`config.mk`:
```
export PLATFORM = sky130hd
export DESIGN_NAME = lvdsSerializer
export DESIGN_NICKNAME = d
export VERILOG_FILES = /design/src/dmdPkg.sv /design/src/lvdsSerializer.sv
export SDC_FILE = /design/constraint.sdc
export NUM_CORES = 1
export LEC_CHECK = 0
export ABC_AREA = 1
export BUFFER_PORTS_ARGS = -buffer_cell sky130_fd_sc_hd__buf_2
export CORE_MARGIN = 5
export CORE_UTILIZATION = 52
export CTS_CLUSTER_SIZE = 40
export DETAILED_ROUTE_END_ITERATION = 6
export GPL_TIMING_DRIVEN = 1
export HOLD_SLACK_MARGIN = 0.02
export PLACE_DENSITY = 0.88
export SLEW_MARGIN = 20
export SYNTH_ARGS = -nofsm -noshare
export SYNTH_HDL_FRONTEND = slang
export SYNTH_SLANG_ARGS = --single-unit
```
`constraint.sdc`:
```
create_clock -name bit_clock_out -period 1.64 [get_ports bit_clock_out]
set_clock_uncertainty 0.15 [all_clocks]
set_input_delay 0.328 -clock bit_clock_out [delete_from_list [all_inputs] [get_ports bit_clock_out]]
set_output_delay 0.328 -clock bit_clock_out [all_outputs]
set_load 0.05 [all_outputs]
```
`src/dmdPkg.sv`:
```
package dmdPkg;

	localparam int bitSlots = 7;				// Bits per pixel slot on each lane

	typedef logic [7:0] dotByte_t;				// 3-3-2 dot colour, red in the top bits
	typedef logic [13:0] bufAddr_t;				// Top bit picks the bank
	typedef logic [15:0] rasterCount_t;
	typedef logic [15:0] setting_t;
	typedef logic [5:0] colour_t;				// One panel channel, 6 bits
	typedef logic [bitSlots-1:0] laneWord_t;

	typedef struct packed
	{
		colour_t red;
		colour_t green;
		colour_t blue;
	} rgb_t;

	// Raster position plus the panel control levels
	typedef struct packed
	{
		rasterCount_t hPos;
		rasterCount_t vPos;
		logic dataEnable;
		logic hSync;							// Active low
		logic vSync;							// Active low
	} rasterPos_t;

	typedef struct packed
	{
		setting_t whiteEnd;						// White lines after vFront
		setting_t dmdStart;						// First dot line after vFront
		setting_t dmdRows;						// Dot rows drawn
	} dmdSettings_t;

	typedef struct packed
	{
		rgb_t colour;
		logic dataEnable;
		logic hSync;
		logic vSync;
	} pixelOut_t;

	localparam laneWord_t clockLaneWord = 7'b1100011;	// Clock lane pattern, same every pixel
	localparam colour_t whiteLevel = 6'd62;
	localparam colour_t colourScale = 6'd9;				// 3-bit channel up to 6 bits

	localparam dmdSettings_t defaultSettings = '{
		whiteEnd: 16'd50,
		dmdStart: 16'd70,
		dmdRows: 16'd64
	};

endpackage

```
`src/lvdsSerializer.sv`:
```
module lvdsSerializer (
	input  logic bit_clock_out,
	input  logic reset,
	input  logic pixelValid,
	input  dmdPkg::pixelOut_t pixel,
	output logic pairClk,
	output logic pair2,
	output logic pair1,
	output logic pair0
);

	localparam int topBit = dmdPkg::bitSlots - 1;

	dmdPkg::laneWord_t [3:0] lanes;				// Clock lane on top, then lanes 2, 1, 0
	dmdPkg::laneWord_t [3:0] loadWords;

	assign loadWords[3] = dmdPkg::clockLaneWord;
	assign loadWords[2] = {pixel.dataEnable, pixel.vSync, pixel.hSync, pixel.colour.blue[5:2]};
	assign loadWords[1] = {pixel.colour.blue[1:0], pixel.colour.green[5:1]};
	assign loadWords[0] = {pixel.colour.green[0], pixel.colour.red};	// Green LSB above red

	always_ff @(posedge bit_clock_out)
	begin
		if (reset)
			lanes <= '0;
		else if (pixelValid)
			lanes <= loadWords;					// New pixel every slot
		else
		begin
			for (int i = 0; i < 4; i++)
				lanes[i] <= lanes[i] << 1;		// MSB goes out first
		end
	end

	assign pairClk = lanes[3][topBit];
	assign pair2 = lanes[2][topBit];
	assign pair1 = lanes[1][topBit];
	assign pair0 = lanes[0][topBit];

endmodule

```
==> flow_results.org <==
** Layout
- Measured on the finished design, the core utilization comes to 0.6579.
- Synth-to-layout area growth :: 20.70%
- The number of antenna diodes in the final layout is 0.
- Total number of nets in the final design :: 164
- Most frequent standard cell in the layout excluding fill and tap cells :: sky130_fd_sc_hd__nand2_1
- In the layout the commonest cells are 42 x sky130_fd_sc_hd__nand2_1, 28 x sky130_fd_sc_hd__dfxtp_1, 27 x sky130_fd_sc_hd__buf_2.
- Of the cells placed in the final design, the portion with a size suffix greater than 1 is 0.2590.

** Timing
- Final worst path period share :: 0.8437
- Setup total negative slack on the finished layout was measured at 0 ps.
- Hold Violations, Final :: 0
- Highest attainable clock frequency :: 0.7227 GHz
- Min Tclk post-route :: 1384 ps
- Setup violations remaining at the end of the flow were counted as 0.
- RSZ-0062 raised after global routing :: false
- Worst rel slew slack :: 0.7345
- Fin. max-slew vios :: 0
- Worst Tran Pin Value :: 397.3 ps

** Clock network
- Post-CTS repair changed the size of 0 cells.
- Clock tree synthesis selected as its root buffer the cell sky130_fd_sc_hd__clkbuf_4.
- Worst-Skew Late Latency :: 320 ps
- TritonCTS built the clock tree.
- Clock-pin slew was measured on the worst setup and hold paths at 140 ps.
- In this run, post-CTS hold repair placed 0 buffers.
- CTS H-Tree Depth :: 1
- The number of clock buffers added by TritonCTS is 3.
- Max Root-Sink Buffers :: 2
- The clock net in this run drives a total of 28 sinks.
- In this run the post-CTS setup repair buffer count came out at 0.

** GRT
- GR Util met1 :: 0.1459
- Met3 demand-to-capacity share in global routing :: 0.03989
- Overall overflow remaining after global route :: 0
- Overall routing resource usage :: 0.1356
- Entering global routing, the biggest net connects 20 pins.
- Most utilized layer in the global route result :: met2
- The first global-routing pass estimated 2718 microns of wire.
- Number of antenna violations at the first check in global routing :: 0
- Number of global-route vias before repair :: 668
- In the global route stage, met2 resource usage came out at 0.2397.

** Worst setup path
- Data on the critical path is required at its endpoint by 1160 ps.
- Largest stage delay, worst path :: 340 ps
- Endpoint arrival time on the critical path :: 910 ps
- Number of buffer and inverter instances along the worst setup path :: 1
- Traced cell by cell, the critical path runs through buf_2.
- By startpoint and endpoint, the worst setup path is classified as flip-flop to output pin.
- Broken down by cell family, the worst path's largest delay share belongs to flip-flops.
- Critical path capture point type :: output pin
- On the critical path, the stage with the largest delay is an instance of sky130_fd_sc_hd__dfxtp_1.
- Setup slack, reg-to-reg :: 950 ps
- Startpoint Class :: flip-flop
- Along the worst path, the maximum fanout reaches 1.

** Yosys
- Mean Syn Cell Area :: 8.463 sq um
- Post-synth design cell area :: 930.9 sq um
- Syn_nets :: 134
- Fraction of the yosys area taken by sequential cells :: 0.6022
- Number of warnings printed during yosys synthesis :: 0
- Post-synthesis register bit count :: 28
- Count of different cell masters after synthesis :: 9
- Mapped Cells :: 110

** Die
- For this design the top-level I/O count stands at 28.
- The initial utilization of the core area, before any placement, comes to 0.5451.
- Vertical die dimension :: 52.31 microns
- Floorplan die area :: 2736 sq um
- Die extent in x :: 52.31 microns
- The floorplan has 15 rows.
- Area of the core region :: 1708 sq um

** Place
- In this run the tool buffered the top-level ports with 27 buffer cells.
- Placed wire-length estimate after detailed placement :: 1228 microns
- Global placer's final weighted congestion :: 0.7225

** Detailed routing
- Total via count in the routed design :: 754
- Final Routed Wirelength :: 1749 microns
- For this run, design rule violations remaining after detail routing come to 0.
- Dividing the detail-routed via count by the number of cells gives 4.598.
- The first routing iteration left 12 violations.
- The first detailed-routing pass took 5 iterations.
- WL per Instance :: 10.66 microns
- Detail Route Antenna Nets :: 0

** Min path
- Classification of the worst-slack hold path :: input pin to flip-flop

** Run status
- Result of the run :: finished clean

** Power and ir drop
- Of the total power, the clock network draws 0.340.
- For this design the ratio of total power to cell area is 1140 nW/um^2.
- Worst supply voltage drop on vdd :: 817.9 uV
- Post-route total power :: 1.281 mW
- Sequential share of power :: 0.566
- In this run the power spent charging and discharging nets is 0.2724 mW.
- Internal power comes to 1.009 mW.
- Leakage power of the design :: 0.6017 nW
- Comb pwr share :: 0.093
- Sw Share :: 0.2126

** Run
- Max-cap violations in this run came to 0.
-- path summary, 6_finish.rpt --
path / cells past startpoint / endpoint / start
hold reg to reg: 2 / lanes[24] / lanes[23]
setup / recovery: 1 / pair2 / pair2
setup reg to reg: 2 / lanes[16] / lanes[15]
hold / removal: 3 / lanes[14] / pixel[5]
-- per-stage QoR --
stage               instances  hold WS (ps)  instance area, sq um  setup WS [ps]
floorplan                 110         243.6                 930.9          574.7
global placement          160         248.9                  1071          401.8
detailed placement        160         251.5                  1071          365.6
CTS                       164         38.34                  1124          235.5
global route              164         34.45                  1124          201.0
finish                    164         51.60                  1124          256.4
-- state kept, by name, indices dropped and copies added (netlist names) --
| name | cells |
|---|---|
| lanes | 24 |
| pairClk | 1 |
| pair2 | 1 |
| pair1 | 1 |
| pair0 | 1 |
-- final cells by class --
class                      instances  area [sq um]
inverter                           9         33.78
timing repair buffer              30         157.7
tap                               25         31.28
fill                             156         584.3
multi-input combinational         68         287.8
clock buffer                       3         22.52
sequential                        28         560.5
clock inverter                     1         30.03
-- synthesized netlist by cell type --
cell type                  n  area [sq um]
sky130_fd_sc_hd__buf_4     2         15.01
sky130_fd_sc_hd__nand2_1  42         157.7
sky130_fd_sc_hd__buf_6     3         33.78
sky130_fd_sc_hd__dfxtp_1  28         560.5
sky130_fd_sc_hd__nand2_2   1         6.260
sky130_fd_sc_hd__nor2_4    1         11.26
sky130_fd_sc_hd__inv_1     9         33.78
sky130_fd_sc_hd__nor2_1    6         22.52
sky130_fd_sc_hd__nand3_1  18         90.09
-- cells by family after synthesis --
| group | share of synthesized area |
|---|---|
| buffers and inverters | 0.08870 |
| DFF | 0.6022 |
| and+or+nand+nor | 0.3091 |
-- metal layers --
| layer | vias to the layer above | wire, microns |
|---|---|---|
| met3 | 2 | 121 |
| met5 | - | 0 |
| li1 | 391 | - |
| met4 | 0 | 13 |
| met1 | 340 | 702 |
| met2 | 21 | 912 |
-- power by group through the flow --
stage	Sequential [mW]	Combinational (mW)	Clock (mW)
CTS	0.726	0.121	0.452
floorplan	0.760	0.0581	0
finish	0.726	0.120	0.436
global route	0.729	0.133	0.476
detailed placement	0.741	0.119	0
global placement	0.739	0.116	0
Power figures use the tool's default switching activity.
