## src/dmdPkg.sv

```systemverilog
package dmdPkg;

	localparam int bitSlots = 7;				// Bits per pixel slot on each lane

	typedef logic [7:0] dotByte_t;				// 3-3-2 dot colour, red in the top bits
	typedef logic [13:0] bufAddr_t;				// Top bit picks the bank
	typedef logic [15:0] rasterCount_t;
	typedef logic [15:0] setting_t;
	typedef logic [5:0] colour_t;				// One panel channel, 6 bits
	typedef logic [bitSlots-1:0] laneWord_t;

	typedef struct packed
	{
		colour_t red;
		colour_t green;
		colour_t blue;
	} rgb_t;

	// Raster position plus the panel control levels
	typedef struct packed
	{
		rasterCount_t hPos;
		rasterCount_t vPos;
		logic dataEnable;
		logic hSync;							// Active low
		logic vSync;							// Active low
	} rasterPos_t;

	typedef struct packed
	{
		setting_t whiteEnd;						// White lines after vFront
		setting_t dmdStart;						// First dot line after vFront
		setting_t dmdRows;						// Dot rows drawn
	} dmdSettings_t;

	typedef struct packed
	{
		rgb_t colour;
		logic dataEnable;
		logic hSync;
		logic vSync;
	} pixelOut_t;

	localparam laneWord_t clockLaneWord = 7'b1100011;	// Clock lane pattern, same every pixel
	localparam colour_t whiteLevel = 6'd62;
	localparam colour_t colourScale = 6'd9;				// 3-bit channel up to 6 bits

	localparam dmdSettings_t defaultSettings = '{
		whiteEnd: 16'd50,
		dmdStart: 16'd70,
		dmdRows: 16'd64
	};

endpackage

```

## src/rasterTiming.sv

```systemverilog
module rasterTiming #(
	parameter dmdPkg::rasterCount_t hFront = 16'd37,
	parameter dmdPkg::rasterCount_t hBack = 16'd998,
	parameter dmdPkg::rasterCount_t hSync = 16'd1024,
	parameter dmdPkg::rasterCount_t hTotal = 16'd1039,
	parameter dmdPkg::rasterCount_t vFront = 16'd22,
	parameter dmdPkg::rasterCount_t vBack = 16'd1104,
	parameter dmdPkg::rasterCount_t vSyncStart = 16'd1107,
	parameter dmdPkg::rasterCount_t vTotal = 16'd1111
) (
	input  logic bit_clock_out,
	input  logic reset,
	output logic slotStrobe,
	output dmdPkg::rasterPos_t raster
);

	localparam int slotBits = $clog2(dmdPkg::bitSlots);

	logic [slotBits-1:0] slotCount;				// Bit within the current pixel slot
	logic slotWrap;
	dmdPkg::rasterCount_t hNext;
	dmdPkg::rasterCount_t vNext;

	// Position plus levels for a given h and v
	function automatic dmdPkg::rasterPos_t levelsAt(
		input dmdPkg::rasterCount_t h,
		input dmdPkg::rasterCount_t v
	);
		dmdPkg::rasterPos_t pos;
		pos.hPos = h;
		pos.vPos = v;
		pos.dataEnable = (h > hFront) && (h < hBack) && (v > vFront) && (v < vBack);
		pos.hSync = !(h >= hSync);				// Low through the end of the line
		pos.vSync = !(v >= vSyncStart);			// Low on the last lines of the frame
		return pos;
	endfunction

	assign slotWrap = (slotCount == slotBits'(dmdPkg::bitSlots - 1));
	assign hNext = (raster.hPos == hTotal) ? '0 : raster.hPos + 16'd1;

	always_comb
	begin
		vNext = raster.vPos;
		if (raster.hPos == hTotal)				// Line done
			vNext = (raster.vPos == vTotal) ? '0 : raster.vPos + 16'd1;
	end

	always_ff @(posedge bit_clock_out)
	begin
		if (reset)
		begin
			slotCount <= '0;
			slotStrobe <= 1'b0;
			raster <= levelsAt('0, '0);
		end
		else
		begin
			slotStrobe <= slotWrap;
			if (slotWrap)
			begin
				slotCount <= '0;
				raster <= levelsAt(hNext, vNext);	// New slot, counters and levels together
			end
			else
				slotCount <= slotCount + 1'b1;
		end
	end

endmodule

```

## config.mk

```make
export PLATFORM = sky130hd
export DESIGN_NAME = rasterTiming
export DESIGN_NICKNAME = d
export VERILOG_FILES = /design/src/dmdPkg.sv /design/src/rasterTiming.sv
export SDC_FILE = /design/constraint.sdc
export NUM_CORES = 1
export LEC_CHECK = 0
export BUFFER_PORTS_ARGS = -buffer_cell sky130_fd_sc_hd__buf_2
export CORE_MARGIN = 4
export CORE_UTILIZATION = 57
export DETAILED_ROUTE_END_ITERATION = 10
export PLACE_DENSITY = 0.92
export SLEW_MARGIN = 10
export SYNTH_ARGS = -nofsm -noshare
export SYNTH_HDL_FRONTEND = slang
export SYNTH_SLANG_ARGS = --single-unit
```

## constraint.sdc

```tcl
create_clock -name bit_clock_out -period 3 [get_ports bit_clock_out]
set_input_delay 0.15 -clock bit_clock_out [delete_from_list [all_inputs] [get_ports bit_clock_out]]
set_output_delay 0.15 -clock bit_clock_out [all_outputs]
set_load 0.02 [all_outputs]
```

==> load_flow_metrics.sql <==
INSERT INTO impl_metrics (metric_group, metric, value, unit) VALUES
('power_and_ir_drop', 'power_leakage', '1.06', 'nW'),
('setup_path', 'ff2ff_path_depth', '9', ''),
('yosys', 'yosys_warnings', '0', ''),
('setup_path', 'setup.worst_path.class', 'flip-flop to flip-flop', ''),
('sta', 'report.final.hold_viol_count', '0', ''),
('setup_path', 'crit_buf_inv', '0', ''),
('yosys', 'synthDominantAreaCellType', 'dfxtp_1', ''),
('sta', 'totalNegativeSetupSlack', '0', 'ps'),
('route', 'post_route_ant_nets', '0', ''),
('die', 'pin_count', '38', ''),
('yosys', 'synth_enable_flop_cells', '0', ''),
('setup_path', 'endpoint_kind', 'flip-flop', ''),
('layout', 'fillerInstances', '359', ''),
('yosys', 'mappedNetlistNets', '337', ''),
('sta', 'clock.fmax', '366', 'MHz'),
('setup_path', 'arrival', '2910', 'ps'),
('clock_tree', 'tritoncts_buffers', '5', ''),
('yosys', 'yosys.area.top_type_share', '30.2', '%'),
('clock_tree', 'clockBufferDepth', '2', ''),
('layout', 'finish.net_count', '366', ''),
('power_and_ir_drop', 'max-vdd-ir-drop', '0.000249', 'V'),
('route', 'via_count', '2611', ''),
('die', 'die_width', '75.4', 'um'),
('yosys', 'post_synth_main_area_contributors', 'dfxtp_1 30%, xor2_1 5.1%, nor2_1 4.8%', ''),
('route', 'postRouteWirelength', '6490', 'um'),
('yosys', 'post_syn_area_per_cell', '7.84', 'sq um'),
('layout', 'area.growth.synth_to_final', '11.3', '%'),
('global_route', 'grt_start_max_net_pins', '28', ''),
('yosys', 'synthArstFlopShare', '0', '%'),
('setup_path', 'timing.critical_path.from', 'raster[19]$_SDFFE_PP0P_', ''),
('min_path', 'hold-path-cell-count', '2', ''),
('setup_path', 'cp.required', '3180', 'ps'),
('yosys', 'synth.yosys.seq_area_share', '30.2', '%'),
('layout', 'utilization', '65.6', '%'),
('route', 'routed_via_density', '6.34', ''),
('layout', 'antennaDiodeCount', '0', ''),
('place', 'globalplace.congestion', '0.962', ''),
('sta', 'post-route-min-period', '2730', 'ps'),
('status', 'outcome', 'finished, final reports clean', ''),
('global_route', 'first_global_vias', '2287', ''),
('global_route', 'grt_first_pass_wirelength', '10300', 'um'),
('die', 'initial_utilization', '59.0', '%'),
('global_route', 'antenna_found_initial', '0', ''),
('die', 'die_h', '75.4', 'um'),
('sta', 'timing.final.max_slew_violations', '0', ''),
('yosys', 'synthFlopType', 'dfxtp_1', ''),
('route', 'drt-wirelength-per-cell', '15.7', 'um'),
('power_and_ir_drop', 'p_per_area', '314', 'nW/um^2'),
('die', 'design.die.area', '5680', 'sq um'),
('clock_tree', 'cts_tree', 'built', ''),
('min_path', 'hold_path_startpoint', 'reset', ''),
('global_route', 'grt-ovfl-total', '0', ''),
('setup_path', 'worstPathCellList', 'ha_2, and3_1, nand4_1, nor4_4, mux2_1, a41oi_1, and4b_2, a221oi_1, o21ai_1', ''),
('sta', 'max_slew_margin_vs_limit', '64.6', '%'),
('setup_path', 'crit_path_start_kind', 'flip-flop', ''),
('sta', 'clock-skew-final', '6.65', 'ps'),
('yosys', 'ys_top_cells_by_count', '39 x dfxtp_1, 33 x nor2_1, 32 x nand2_1', ''),
('sta', 'worst-slew-pin-transition', '529', 'ps'),
('layout', 'post_route_cells_drive_above_1_share', '19.4', '%'),
('die', 'coreArea', '4380', 'sq um'),
('yosys', 'mappedNetlistArea', '2590', 'sq um'),
('setup_path', 'critPathMaxStageDelay', '430', 'ps'),
('setup_path', 'worstReg2RegStart', 'raster[19]$_SDFFE_PP0P_', ''),
('yosys', 'netlist-cell-type-count', '62', ''),
('die', 'placement_rows', '24', ''),
('sta', 'setup-violations-final', '0', ''),
('clock_tree', 'clock_tree.root_cell', 'clkbuf_8', ''),
('job', 'drv_cap', '0', ''),
('clock_tree', 'cts.clk_slew.worst_paths', '70', 'ps'),
('route', 'dr.first_iter.drc_count', '374', ''),
('sta', 'worst_slack_on_hold_paths', '300', 'ps');
==> final timing paths <==
path	to	slack [ps]
setup / recovery	raster[0]$_SDFFE_PP1P_	270
hold reg to reg	slotCount[0]$_SDFF_PP0_	460
setup reg to reg	raster[0]$_SDFFE_PP1P_	270
hold / removal	raster[16]$_SDFFE_PP0P_	300
==> final cells by class <==
| cell class | instances | area [sq um] | area share (%) |
|---|---|---|---|
| clock inverter | 1 | 5.00 | 0.174 |
| clock buffer | 7 | 76.3 | 2.65 |
| tap | 52 | 65.1 | 2.26 |
| sequential | 39 | 781 | 27.1 |
| inverter | 6 | 22.5 | 0.783 |
| multi-input combinational | 261 | 1680 | 58.2 |
| timing repair buffer | 46 | 253 | 8.78 |
==> registers in the layout, summed over array words and instances, names as in the netlist <==
register / cells
raster: 35
slotStrobe: 1
slotCount: 3
==> kinds of logic (layout without fill, tap and decap cells) <==
group	Yosys count	count (layout)	share of synthesized area [%]
buf+inv	30	60	5.47
compound gates	78	78	19.4
fa+ha+maj	5	5	2.42
xor+xnor	24	24	8.13
flops	39	39	30.2
simple gates	151	151	33.2
mux	3	3	1.21
==> repair_timing <==
action	4_1_cts	5_1_grt
hold endpoints to repair	0	0
endpoints found under the setup margin	0	1
gates resized for setup	0	2
==> where the power goes <==
part           internal (mW)  switching [mW]  leakage, nW
sequential             0.522         0.00406        0.315
combinational        0.00808          0.0192        0.704
clock                  0.163           0.186       0.0422
==> cells in the final DEF (no fill, tap or decap), drive strengths merged, types with 7 or more instances in the layout <==
| cell | instances |
|---|---|
| buf | 46 |
| a21oi | 20 |
| nand4 | 13 |
| nor3 | 14 |
| nor2 | 33 |
| nand2 | 33 |
| xor2 | 15 |
| xnor2 | 9 |
| clkbuf | 7 |
| o21ai | 28 |
| or3 | 8 |
| nand3 | 17 |
| dfxtp | 39 |
==> per-stage QoR <==
stage	power, mW	cells	area, sq um	worst slack [ps]
2_1_floorplan	0.558	330	2590	200
3_3_place_gp	0.564	404	2790	384
3_5_place_dp	0.565	404	2790	268
4_1_cts	0.905	412	2870	248
5_1_grt	0.934	412	2880	5.23
6_report	0.902	412	2880	268
==> routing by layer <==
| metal | global-route usage (%) | vias to the layer above | share of wire, % |
|---|---|---|---|
| met2 | 36.4 | 114 | 47 |
| li1 | - | 1264 | - |
| met3 | 5.28 | 18 | 7.4 |
| met5 | 0 | - | 0 |
| met1 | 30.3 | 1215 | 43 |
| met4 | 11.8 | 0 | 2.1 |
(Power assumes the default switching activity.)
