## config.mk

```make
export PLATFORM = sky130hd
export DESIGN_NAME = dotReceiver
export DESIGN_NICKNAME = d
export VERILOG_FILES = /design/src/dmdPkg.sv /design/src/dotReceiver.sv
export SDC_FILE = /design/constraint.sdc
export NUM_CORES = 1
export LEC_CHECK = 0
export BUFFER_PORTS_ARGS = -buffer_cell sky130_fd_sc_hd__buf_2
export CAP_MARGIN = 20
export CORE_MARGIN = 1.5
export CORE_UTILIZATION = 41
export CTS_CLUSTER_DIAMETER = 50
export DETAILED_ROUTE_END_ITERATION = 6
export PLACE_DENSITY = 0.65
export SYNTH_ARGS = -nofsm -noshare
export SYNTH_HDL_FRONTEND = slang
export SYNTH_SLANG_ARGS = --single-unit
```

## constraint.sdc

```tcl
create_clock -name bit_clock_out -period 2 [get_ports bit_clock_out]
set_clock_uncertainty 0.2 [all_clocks]
set_input_delay 0.2 -clock bit_clock_out [delete_from_list [all_inputs] [get_ports bit_clock_out]]
set_output_delay 0.2 -clock bit_clock_out [all_outputs]
set_load 0.03 [all_outputs]
```

## src/dmdPkg.sv

```systemverilog
package dmdPkg;

	localparam int bitSlots = 7;				// Bits per pixel slot on each lane

	typedef logic [7:0] dotByte_t;				// 3-3-2 dot colour, red in the top bits
	typedef logic [13:0] bufAddr_t;				// Top bit picks the bank
	typedef logic [15:0] rasterCount_t;
	typedef logic [15:0] setting_t;
	typedef logic [5:0] colour_t;				// One panel channel, 6 bits
	typedef logic [bitSlots-1:0] laneWord_t;

	typedef struct packed
	{
		colour_t red;
		colour_t green;
		colour_t blue;
	} rgb_t;

	// Raster position plus the panel control levels
	typedef struct packed
	{
		rasterCount_t hPos;
		rasterCount_t vPos;
		logic dataEnable;
		logic hSync;							// Active low
		logic vSync;							// Active low
	} rasterPos_t;

	typedef struct packed
	{
		setting_t whiteEnd;						// White lines after vFront
		setting_t dmdStart;						// First dot line after vFront
		setting_t dmdRows;						// Dot rows drawn
	} dmdSettings_t;

	typedef struct packed
	{
		rgb_t colour;
		logic dataEnable;
		logic hSync;
		logic vSync;
	} pixelOut_t;

	localparam laneWord_t clockLaneWord = 7'b1100011;	// Clock lane pattern, same every pixel
	localparam colour_t whiteLevel = 6'd62;
	localparam colour_t colourScale = 6'd9;				// 3-bit channel up to 6 bits

	localparam dmdSettings_t defaultSettings = '{
		whiteEnd: 16'd50,
		dmdStart: 16'd70,
		dmdRows: 16'd64
	};

endpackage

```

## src/dotReceiver.sv

```systemverilog
module dotReceiver (
	input  logic bit_clock_out,
	input  logic reset,
	input  logic dotClock,
	input  logic dotData,
	input  logic dotLatch,
	input  logic dotReg,
	output logic pixelWrite,
	output dmdPkg::dotByte_t pixelData,
	output logic frameDone,
	output dmdPkg::dmdSettings_t dmdSettings
);

	typedef enum logic {highHalf, lowHalf} half_t;

	logic [1:0] clockSync;						// Two flop synchronisers
	logic [1:0] latchSync;
	logic [1:0] dataSync;
	logic [1:0] regSync;
	logic clockLast;							// For edge detect
	logic latchLast;
	logic clockRise;
	logic latchRise;
	logic [2:0] bitCount;						// Bits taken so far in this byte
	logic [6:0] shiftBits;
	dmdPkg::dotByte_t newByte;
	logic [1:0] settingIndex;					// 3 means all settings filled
	half_t settingHalf;
	dmdPkg::setting_t settingRegs [3];

	assign clockRise = clockSync[1] & ~clockLast;
	assign latchRise = latchSync[1] & ~latchLast;
	assign newByte = {shiftBits, dataSync[1]};	// MSB first, last bit joins here

	// Settings leave as one packed word
	assign dmdSettings = '{
		whiteEnd: settingRegs[0],
		dmdStart: settingRegs[1],
		dmdRows: settingRegs[2]
	};

	always_ff @(posedge bit_clock_out)
	begin
		if (reset)
		begin
			clockSync <= '0;
			latchSync <= '0;
			dataSync <= '0;
			regSync <= '0;
			clockLast <= 1'b0;
			latchLast <= 1'b0;
			pixelWrite <= 1'b0;
			frameDone <= 1'b0;
			bitCount <= '0;
			settingIndex <= '0;
			settingHalf <= highHalf;
			settingRegs[0] <= dmdPkg::defaultSettings.whiteEnd;
			settingRegs[1] <= dmdPkg::defaultSettings.dmdStart;
			settingRegs[2] <= dmdPkg::defaultSettings.dmdRows;
		end
		else
		begin
			clockSync <= {clockSync[0], dotClock};
			latchSync <= {latchSync[0], dotLatch};
			dataSync <= {dataSync[0], dotData};
			regSync <= {regSync[0], dotReg};
			clockLast <= clockSync[1];
			latchLast <= latchSync[1];
			pixelWrite <= 1'b0;
			frameDone <= latchRise;				// One pulse per latch

			if (latchSync[1])					// Latch high clears the byte framing
			begin
				bitCount <= '0;
				settingIndex <= '0;
				settingHalf <= highHalf;
			end
			else if (clockRise)
			begin
				bitCount <= bitCount + 3'd1;	// Wraps to 0 after the eighth bit
				if (bitCount == 3'd7)
				begin
					if (!regSync[1])
						pixelWrite <= 1'b1;		// Dot byte
					else if (settingIndex != 2'd3)
					begin
						if (settingHalf == highHalf)
							settingRegs[settingIndex][15:8] <= newByte;
						else
						begin
							settingRegs[settingIndex][7:0] <= newByte;
							settingIndex <= settingIndex + 2'd1;
						end
						settingHalf <= (settingHalf == highHalf) ? lowHalf : highHalf;
					end
				end
			end
		end
	end

	// Byte shifter and output byte
	always_ff @(posedge bit_clock_out)
	begin
		if (clockRise && !latchSync[1])
		begin
			shiftBits <= newByte[6:0];
			if (bitCount == 3'd7)
				pixelData <= newByte;
		end
	end

endmodule

```

==> impl_summary.log <==
INFO  metric layout_worst_path_cycle_share = between 90% and 100%
INFO  metric critical-path-top-cell-by-count = ha_4
INFO  metric cp.buffers_inverters = 0
INFO  metric hp-start = latchLast
INFO  metric clockRootBuffer = clkbuf_8
INFO  metric hold-path-cell-count = 1
INFO  metric worstSkewPairLatency = roughly 0.34 ns
INFO  metric chipHeight = between 80 and 90 um
INFO  metric synth.top_cell.area_share = 62.4%
INFO  metric finalSetupViolations = 0
INFO  metric synth.cell_area = between 0.003 and 0.004 mm2
INFO  metric grt_pass1_wl = 7.73 mm
INFO  metric num-fill-cells = a little over 600
INFO  metric placedCellCount = 370
INFO  metric placement_rows = 31
INFO  metric floorplan.initialDensity = 42.0%
INFO  metric timing.setup.tns = 0 ns
INFO  metric place.detailed.hpwl = 3.51 mm
INFO  metric post_cts_buffers = 0
INFO  metric yosys.cell_types.count = 31
INFO  metric worst-r2r-setup-slack = roughly 0.022 ns
INFO  metric synth_common_cells = 63 x edfxtp_1, 24 x and2_1, 18 x dfxtp_1
INFO  metric synth.most_common_cell = edfxtp_1
INFO  metric antenna_found_initial = 0
INFO  metric post_drt_wl_per_cell = ~14 um
INFO  metric grt_max_degree = 25
INFO  metric synthDominantAreaCellType = edfxtp_1
INFO  metric detail_route.vias_per_cell = 4.62
INFO  metric via_count = 1806
INFO  metric timing.critical_path.cells = ha_4 -> ha_4 -> or4b_4 -> nor3_4 -> or2_4
INFO  metric htree_levels = 3
INFO  metric worstSetupPathType = flip-flop to flip-flop
INFO  metric gr-total-overflow = 0
INFO  metric layout-drive-gt1-share = 38.7%
INFO  metric synthArstFlopShare = 0%
INFO  metric maximum_operating_frequency = about 0.5 GHz
INFO  metric clkSlewWorstSetupHoldPaths = about 0.080 ns
INFO  metric place.port_buffers = between 60 and 70
INFO  metric clock_sink_count = 81
INFO  metric hold_path.class = flip-flop to flip-flop
INFO  metric syn2layout_area_growth = 31.1%
INFO  metric cp_top_family = simple AND/OR/NAND/NOR gates
INFO  metric ys_ff_latch = 81
INFO  metric cts_max_path_bufs = 2
INFO  metric finalMaxSlewViolations = 0
INFO  metric tightestPinTransition = 0.356 ns
INFO  metric status = finished, final reports clean
INFO  metric coreArea = between 0.007 and 0.008 mm2
INFO  metric cts_tree = done
INFO  metric rsz0062_at_grt = true
INFO  metric overall_die_area = 0.00792 mm2
INFO  metric p_leak = 1.68 nW
INFO  metric die_w = between 80 and 90 um
INFO  metric final_cell_count_no_fill = 391
INFO  metric power-per-cell-area = a little under 900 mW/mm2
INFO  metric crit_arrival = around 1.8 ns
INFO  metric r2r_cells = 5
INFO  metric route.antenna.remaining_nets = 0
INFO  metric final_nets = approximately 300
INFO  metric drt-initial-drc-count = 85
INFO  metric synth_area_per_cell = approximately 16 um2
INFO  metric cp_launch_type = flip-flop
INFO  metric tritoncts.num_buffers = 9
INFO  metric period_needed = around 2.0 ns
INFO  metric postSynthCellCount = between 150 and 200
INFO  metric first_global_vias = between 1000 and 1500
INFO  metric dr.pass1.iters = 4
INFO  metric critPathMaxStageDelay = roughly 0.52 ns
INFO  metric wl = between 5 and 6 mm
INFO  metric num_antenna_cells = 0
INFO  metric slew_headroom = approximately 76%
INFO  metric critical_path.reg2reg.startpoint = bitCount[1]
INFO  metric hold_viol = 0
INFO  metric crit_fanout = 8
INFO  metric floorplan.io_pins = 64
INFO  metric gr-usage-all-layers = 14.0%
INFO  metric min_delay_worst_endpoint = frameDone
INFO  metric fraction_of_the_yosys_area_taken_by_sequential_cells = approximately three quarters
INFO  metric maxcap_viol_count = 0
INFO  metric synth.top_cells.by_area = edfxtp_1 62%, dfxtp_1 12%, and2_1 5.0%
INFO  metric slowest_stage = or4b_4
INFO  metric drc_errors = 0
INFO  metric place.gp.congestion = roughly 0.77
INFO  metric crit_required = ~1.9 ns
INFO  metric crit-reg2reg-capture = settingRegs[0][14]
INFO  metric postSynth.topFlopCell = edfxtp_1
INFO  metric end_kind = flip-flop
INFO  metric number_of_flops_mapped_to_enable_cells_by_yosys = 63
INFO  metric synth_nets = ~210
INFO  metric synth.yosys.warnings = 0
INFO  metric max-vdd-ir-drop = 0.303 mV
## routing by layer
layer | share of wire, % | GRT usage, % | wire length (um)
met1 | 45 | 18.9 | 2390
met5 | 0 | 0 | 0
met3 | 5.1 | 2.77 | 269
met4 | 1.9 | 9.23 | 102
met2 | 48 | 20.8 | 2530
## what timing repair did
item	in CTS	in global routing
resized for setup	0	3
endpoints found under the hold margin	6	0
gates cloned	0	0
pin swaps	6	2
hold buffers	5	0
endpoints found under the setup margin	24	53
## through the flow
step / utilization [%] / power (mW) / setup slack (ns) / instance area, um2 / hold WS (ns)
3_5_place_dp: 51.0 / 2.10 / -0.0421 / 3680 / 0.186
4_1_cts: 54.9 / 3.48 / 0.0164 / 3960 / 0.197
5_1_grt: 55.1 / 3.56 / -0.0367 / 3970 / 0.218
3_3_place_gp: 51.0 / 2.10 / -0.0101 / 3680 / 0.174
6_report: 55.1 / 3.45 / 0.0216 / 3970 / 0.193
2_1_floorplan: - / 2.02 / -0.0715 / 3070 / 0.0716
## layout make-up
type                    instances  area (um2)  share of cell area [%]
clock buffers                  11         131                    3.31
clock inverters                 5         104                    2.61
inverters                       6        22.5                   0.567
multi-input cells             100         762                    19.2
flip-flops and latches         81        2260                    56.8
well taps                      99         124                    3.12
repair buffers                 89         573                    14.4
## where the power goes
group | switching (mW) | internal [mW] | leakage (nW)
sequential | 0.0282 | 1.85 | 0.752
clock | 0.551 | 0.830 | 0.118
combinational | 0.121 | 0.0673 | 0.810
total | 0.700 | 2.75 | 1.68
## cells by family (layout without fill, tap and decap cells)
family	Yosys count	in the layout	synth area share [%]
AOI/OAI and AO/OA	9	9	2.02
xor gates and xnor gates	1	1	0.289
adders and majority gates	6	6	2.48
buffers and inverters	13	111	1.86
DFF	81	81	74.3
muxes	2	2	0.661
and+or+nand+nor	82	82	18.4
## registers in the layout (all words and copies together) (netlist names), 2 cells and up
signal        cells
settingRegs      48
pixelData         8
shiftBits         7
bitCount          3
clockSync         2
dataSync          2
latchSync         2
regSync           2
settingIndex      2
## placed cells by master, fill, tap and decap left out, drive strengths merged, types with 4 or more instances in the layout
cell type    synthesis  routed
buf                  6      84
edfxtp              63      63
and2                24      24
dfxtp               18      18
and3                17      17
clkbuf               1      11
nand3b               8       8
nor2b                8       8
inv                  6       6
nor2                 6       6
nor3                 6       6
ha                   6       6
dlygate4sd3          0       5
or2                  4       4
## worst max path at each step
stage | from | cells past startpoint | slack (ns) | end
4_1_cts | bitCount[1] | 5 | 0.02 | settingRegs[0][12]
6_report | bitCount[1] | 5 | 0.02 | settingRegs[0][14]
5_1_grt | bitCount[1] | 5 | -0.04 | settingRegs[2][14]
3_5_place_dp | bitCount[1] | 5 | -0.04 | settingRegs[0][15]
3_3_place_gp | bitCount[1] | 5 | -0.01 | settingRegs[0][15]
2_1_floorplan | bitCount[1] | 5 | -0.07 | settingRegs[2][10]
(Power assumes the default switching activity.)
