**src/dmdPkg.sv**
```systemverilog
package dmdPkg;

	localparam int bitSlots = 7;				// Bits per pixel slot on each lane

	typedef logic [7:0] dotByte_t;				// 3-3-2 dot colour, red in the top bits
	typedef logic [13:0] bufAddr_t;				// Top bit picks the bank
	typedef logic [15:0] rasterCount_t;
	typedef logic [15:0] setting_t;
	typedef logic [5:0] colour_t;				// One panel channel, 6 bits
	typedef logic [bitSlots-1:0] laneWord_t;

	typedef struct packed
	{
		colour_t red;
		colour_t green;
		colour_t blue;
	} rgb_t;

	// Raster position plus the panel control levels
	typedef struct packed
	{
		rasterCount_t hPos;
		rasterCount_t vPos;
		logic dataEnable;
		logic hSync;							// Active low
		logic vSync;							// Active low
	} rasterPos_t;

	typedef struct packed
	{
		setting_t whiteEnd;						// White lines after vFront
		setting_t dmdStart;						// First dot line after vFront
		setting_t dmdRows;						// Dot rows drawn
	} dmdSettings_t;

	typedef struct packed
	{
		rgb_t colour;
		logic dataEnable;
		logic hSync;
		logic vSync;
	} pixelOut_t;

	localparam laneWord_t clockLaneWord = 7'b1100011;	// Clock lane pattern, same every pixel
	localparam colour_t whiteLevel = 6'd62;
	localparam colour_t colourScale = 6'd9;				// 3-bit channel up to 6 bits

	localparam dmdSettings_t defaultSettings = '{
		whiteEnd: 16'd50,
		dmdStart: 16'd70,
		dmdRows: 16'd64
	};

endpackage

```
**src/pixelFetch.sv**
```systemverilog
module pixelFetch #(
	parameter dmdPkg::rasterCount_t vFront = 16'd22,
	parameter int dmdWidth = 128,
	parameter int dotPairs = 8,
	parameter int dotLines = 15
) (
	input  logic bit_clock_out,
	input  logic reset,
	input  logic slotStrobe,
	input  dmdPkg::rasterPos_t raster,
	input  dmdPkg::dmdSettings_t dmdSettings,
	output dmdPkg::bufAddr_t readAddr,
	input  dmdPkg::dotByte_t readData,
	output logic pixelValid,
	output dmdPkg::pixelOut_t pixel
);

	typedef enum logic [1:0] {bandBlack, bandWhite, bandDot} band_t;

	dmdPkg::rasterCount_t subCol;				// Slot within the current dot
	dmdPkg::rasterCount_t dotCol;
	dmdPkg::rasterCount_t subRow;				// Line within the current dot row
	dmdPkg::rasterCount_t dotRow;
	logic [16:0] whiteLimit;					// One extra bit so the sums never wrap
	logic [16:0] dotLimit;
	logic inWhite;
	logic inDot;
	band_t band;
	band_t bandSel;								// Band held for the read cycle
	logic stageValid;
	logic stageDe;
	logic stageHSync;
	logic stageVSync;
	dmdPkg::rgb_t dotColour;
	dmdPkg::rgb_t bandColour;

	assign whiteLimit = 17'(vFront) + 17'(dmdSettings.whiteEnd);
	assign dotLimit = 17'(vFront) + 17'(dmdSettings.dmdStart);
	assign inWhite = {1'b0, raster.vPos} < whiteLimit;
	assign inDot = ({1'b0, raster.vPos} >= dotLimit) && (dotRow < dmdSettings.dmdRows)
		&& (dotCol < dmdWidth);

	// Counters already describe this slot, so the read goes out now
	assign readAddr = dmdPkg::bufAddr_t'(dotRow * dmdWidth + dotCol);

	always_comb
	begin
		if (!raster.dataEnable)
			band = bandBlack;					// Porches and sync
		else if (inWhite)
			band = bandWhite;
		else if (inDot)
			band = bandDot;
		else
			band = bandBlack;					// Gap above the dots, or past the dot area
	end

	// 3-3-2 up to 6-6-6, blue gets an extra bit first
	assign dotColour.red = dmdPkg::colour_t'(readData[7:5]) * dmdPkg::colourScale;
	assign dotColour.green = dmdPkg::colour_t'(readData[4:2]) * dmdPkg::colourScale;
	assign dotColour.blue = dmdPkg::colour_t'({readData[1:0], 1'b0}) * dmdPkg::colourScale;

	always_comb
	begin
		case (bandSel)
			bandWhite: bandColour = '{dmdPkg::whiteLevel, dmdPkg::whiteLevel, dmdPkg::whiteLevel};
			bandDot: bandColour = dotColour;
			default: bandColour = '0;
		endcase
	end

	always_ff @(posedge bit_clock_out)
	begin
		if (reset)
		begin
			subCol <= '0;
			dotCol <= '0;
			subRow <= '0;
			dotRow <= '0;
			stageValid <= 1'b0;
			pixelValid <= 1'b0;
		end
		else
		begin
			stageValid <= slotStrobe;			// Read in flight
			pixelValid <= stageValid;			// Two cycles after the slot
			if (slotStrobe)
			begin
				if (!raster.dataEnable)			// Columns restart each line
				begin
					subCol <= '0;
					dotCol <= '0;
				end
				else if (subCol == dmdPkg::rasterCount_t'(dotPairs - 1))
				begin
					subCol <= '0;
					dotCol <= dotCol + 16'd1;
				end
				else
					subCol <= subCol + 16'd1;

				if (raster.hPos == '0)			// First slot of a line
				begin
					if (raster.vPos == '0)		// Frame start
					begin
						subRow <= '0;
						dotRow <= '0;
					end
					else if ({1'b0, raster.vPos} > dotLimit)	// Line above was a dot line
					begin
						if (subRow == dmdPkg::rasterCount_t'(dotLines - 1))
						begin
							subRow <= '0;
							dotRow <= dotRow + 16'd1;
						end
						else
							subRow <= subRow + 16'd1;
					end
				end
			end
		end
	end

	// Band and levels wait one cycle for the memory
	always_ff @(posedge bit_clock_out)
	begin
		if (slotStrobe)
		begin
			bandSel <= band;
			stageDe <= raster.dataEnable;
			stageHSync <= raster.hSync;
			stageVSync <= raster.vSync;
		end
		if (stageValid)
		begin
			pixel.colour <= bandColour;
			pixel.dataEnable <= stageDe;
			pixel.hSync <= stageHSync;
			pixel.vSync <= stageVSync;
		end
	end

endmodule

```
**config.mk**
```make
export PLATFORM = sky130hd
export DESIGN_NAME = pixelFetch
export DESIGN_NICKNAME = d
export VERILOG_FILES = /design/src/dmdPkg.sv /design/src/pixelFetch.sv
export SDC_FILE = /design/constraint.sdc
export NUM_CORES = 1
export LEC_CHECK = 0
export ABC_AREA = 1
export BUFFER_PORTS_ARGS = -buffer_cell sky130_fd_sc_hd__buf_2
export CAP_MARGIN = 20
export CORE_MARGIN = 5
export CORE_UTILIZATION = 45
export CTS_CLUSTER_DIAMETER = 100
export DETAILED_ROUTE_END_ITERATION = 6
export PLACE_DENSITY = 0.79
export RECOVER_POWER = 50
export SLEW_MARGIN = 10
export SYNTH_ARGS = -nofsm -noshare
export SYNTH_HDL_FRONTEND = slang
export SYNTH_SLANG_ARGS = --single-unit
```
**constraint.sdc**
```tcl
create_clock -name bit_clock_out -period 6.1 [get_ports bit_clock_out]
set_input_delay 0.915 -clock bit_clock_out [delete_from_list [all_inputs] [get_ports bit_clock_out]]
set_output_delay 0.915 -clock bit_clock_out [all_outputs]
set_load 0.01 [all_outputs]
```
==> results.md <==
* Nets@finish at ~1200
* Total area of sequential cells at roughly 1900 sq um
* Syn. warnings at 0
* Pin count of the biggest net entering global routing at 31
* Ports at 130
* Layout cells sized above 1 at 12.21%
* Final Non-Filler Cells at roughly 1300
* Commonest non-fill, non-tap cell in the layout: nand2_1
* Pwr dens at between 150 and 200 nW/um^2
* Post-CTS setup buffers at 0
* Diodes inserted at 0
* Synthesized area at 6745 sq um
* Startpoint types: input pin
* Synth top area cells: dfxtp_1 (20%), ha_1 (11%), nand2_1 (11%)
* Clk_skew at 10.85 ps
* Post-route ant nets at 0
* Placed cell count at between 1000 and 1500
* Total Routing Usage GR at 19.02%
* Largest delay share family, worst path: simple AND/OR/NAND/NOR gates
* Core area at between 10000 and 15000 sq um
* Tightest slew margin relative to the limit at between 30% and 40%
* Post-synth EDFFs at 19
* Die Ht at 132.4 um
* Footprint of the multi-input gates at between 4000 and 5000 sq um
* Number of global-route vias before repair at approximately 6300
* Critical path type: input pin to register
* P_leak at 3.427 nW
* Fraction of synthesis flops using an asynchronous set or reset pin at 0%
* Antenna violations before repair at 0
* Clk buf depth at 2
* CTS tree: built
* Wire length per cell at about 13 um
* CP Capture Type: register
* Yosys reg bits at between 80 and 90
* Total routed wirelength at ~17000 um
* Worst Tran Pin Value at 1047 ps
* Minimum clock period at roughly 4000 ps
* CP max-delay cell: nand2_1
* Via/cell ratio at between 5 and 6
* Mapped Cells at around 980
* CTS buffer count at 9
* CP bufs+invs at 3
* Worst path arrival time at about 4300 ps
* Cts hold-fix bufs at 0
* HPWL after detailed placement at around 13000 um
* First-pass GRT wire length at between 20000 and 30000 um
* Clock Pin Slew Worst Setup and Hold Paths at approximately 60 ps
* Final period utilization at between 60% and 70%
* Outcome: completed
* DR DRC count at 0
* CTS resizes at 0
* Final setup fails at 0
* Dominant synthesized flop cell: dfxtp_1
* Die W at around 130 um
* Final Util at between 50% and 60%
* Area Growth Syn to Fin at 12.95%
* Final TNS setup at 0 ps
* Synth Net Count at 1135
* Setup WS post-layout at between 2000 and 2500 ps
* I/O Buffers at approximately 130
* FILL cells at 1463
* Worst min path class: register to register
* Slew Viols, Final at 0
* Avg Cell Area, Syn at between 6 and 7 sq um
* Commonest non-fill, non-tap cells in the layout: nand2_1 (203), inv_1 (137), nor2_1 (119)
* RSZ-0062 raised after global routing: false
* Fin. Hold Viols at 0
* Root buffer cell: clkbuf_16
* H-tree levels at 3
* Clock Latency Late Sink at about 350 ps
* Worst path max stage delay at 290 ps
* Place WS at around 1800 ps
* WP data required at 6330 ps
* Worst Path Max Fanout at 30
* Area leader, netlist: dfxtp_1
* Share of the synthesized area in the top cell type at around a fifth
* Max VDD drop at around 200 uV
* Initial Util at between 40% and 50%
* Vias at between 6000 and 7000
* Hold_ws at between 400 and 500 ps
* Clk sinks at 85
* Max-cap violations at 0
* Distinct cell type count after synthesis at 44
* Grt total ovfl at 0
* DIE AREA at between 15000 and 20000 sq um
* Row Count at 44
* Register area share after synthesis at between 20 and 30%
* DRT iter0 DRCs at 431
* Gpl congestion at around 0.89
* Pre-antenna DRT Iters at 5
* FMAX at about 0.25 GHz
* Critical-path cell list: buf_2, inv_1, ha_1, o21ai_1, nand3_1, nor2_1, nand2_1, nor3_1, nand3_1, xor2_1, ha_1, inv_1, nor2_1, nand2_1, nor2_1, nand2_1, nand3_1, nand3_2, nand2_4, nand3_4, nand2_1, nor2_1
-- layout make-up --
type | instances | share of cell area, %
multi-input combinational | 718 | 53.59
sequential | 85 | 24.83
timing repair buffer | 130 | 8.047
inverter | 140 | 6.898
tap | 184 | 3.022
clock buffer | 10 | 3.005
clock inverter | 6 | 0.6077
-- power breakdown --
part / total, W / internal [W] / switching, W
logic: 0.000197 / 0.0000765 / 0.000121
clock network: 0.000518 / 0.000279 / 0.000239
registers: 0.000594 / 0.000588 / 0.00000612
-- sequential cells by signal (all words and copies together), names as in the netlist --
signal	cells
dotCol	16
subRow	16
stageDe	1
stageHSync	1
stageValid	1
pixelValid	1
bandSel	2
subCol	16
pixel	14
stageVSync	1
dotRow	16
-- kinds of logic (layout without fill, tap and decap cells) --
group                      after synthesis  count (layout)  share of synthesized area, %
DFF                                     85              85                         28.05
and+or+nand+nor                        509             509                         34.78
AOI/OAI and AO/OA                      100             100                         8.106
xor gates and xnor gates                46              46                         5.973
other                                    1               1                       0.05559
buffers and inverters                  176             286                         11.43
adders and majority gates               62              62                         11.61
-- cell usage after synthesis, types with 2 or more instances --
| master | number |
|---|---|
| xnor2_1 | 10 |
| nor3_1 | 38 |
| o21ai_1 | 5 |
| o21ai_0 | 20 |
| dfxtp_1 | 66 |
| nand3_2 | 2 |
| buf_2 | 7 |
| edfxtp_1 | 19 |
| nor2_1 | 119 |
| nor4_1 | 14 |
| nor3b_1 | 3 |
| nand2_4 | 2 |
| clkinv_1 | 3 |
| nand4_1 | 47 |
| clkbuf_1 | 7 |
| buf_6 | 6 |
| or2_2 | 3 |
| xor2_1 | 36 |
| o21a_1 | 2 |
| nand3b_1 | 5 |
| a211oi_1 | 7 |
| nand3_1 | 60 |
| nor4_2 | 3 |
| nand2_2 | 3 |
| inv_1 | 137 |
| ha_1 | 61 |
| buf_4 | 15 |
| a21oi_1 | 61 |
| nand2_1 | 203 |
-- metrics by stage --
step / cell area [sq um] / total power [W]
2_1_floorplan: 6745 / 0.0007353
3_3_place_gp: 7386 / 0.0008011
6_report: 7619 / 0.001309
4_1_cts: 7661 / 0.001321
5_1_grt: 7619 / 0.001367
3_5_place_dp: 7386 / 0.0008056
-- final timing paths --
check / startpoint / end / slack, ps / depth (start not counted)
max: dmdSettings[17] / subRow[11] / 2070 / 22
min: stageVSync / pixel[0] / 420 / 0
max reg2reg: subCol[0] / subCol[11] / 3600 / 10
min reg2reg: stageVSync / pixel[0] / 420 / 0
-- layer usage --
metal | up-vias | share of wire [%] | track usage, %
met5 | - | 0 | 0
met2 | 163 | 49 | 33.13
li1 | 3439 | - | -
met3 | 26 | 5.0 | 3.645
met1 | 2975 | 44 | 23.77
met4 | 0 | 1.9 | 6.005
Note: power is estimated with default switching activity, not from simulation.
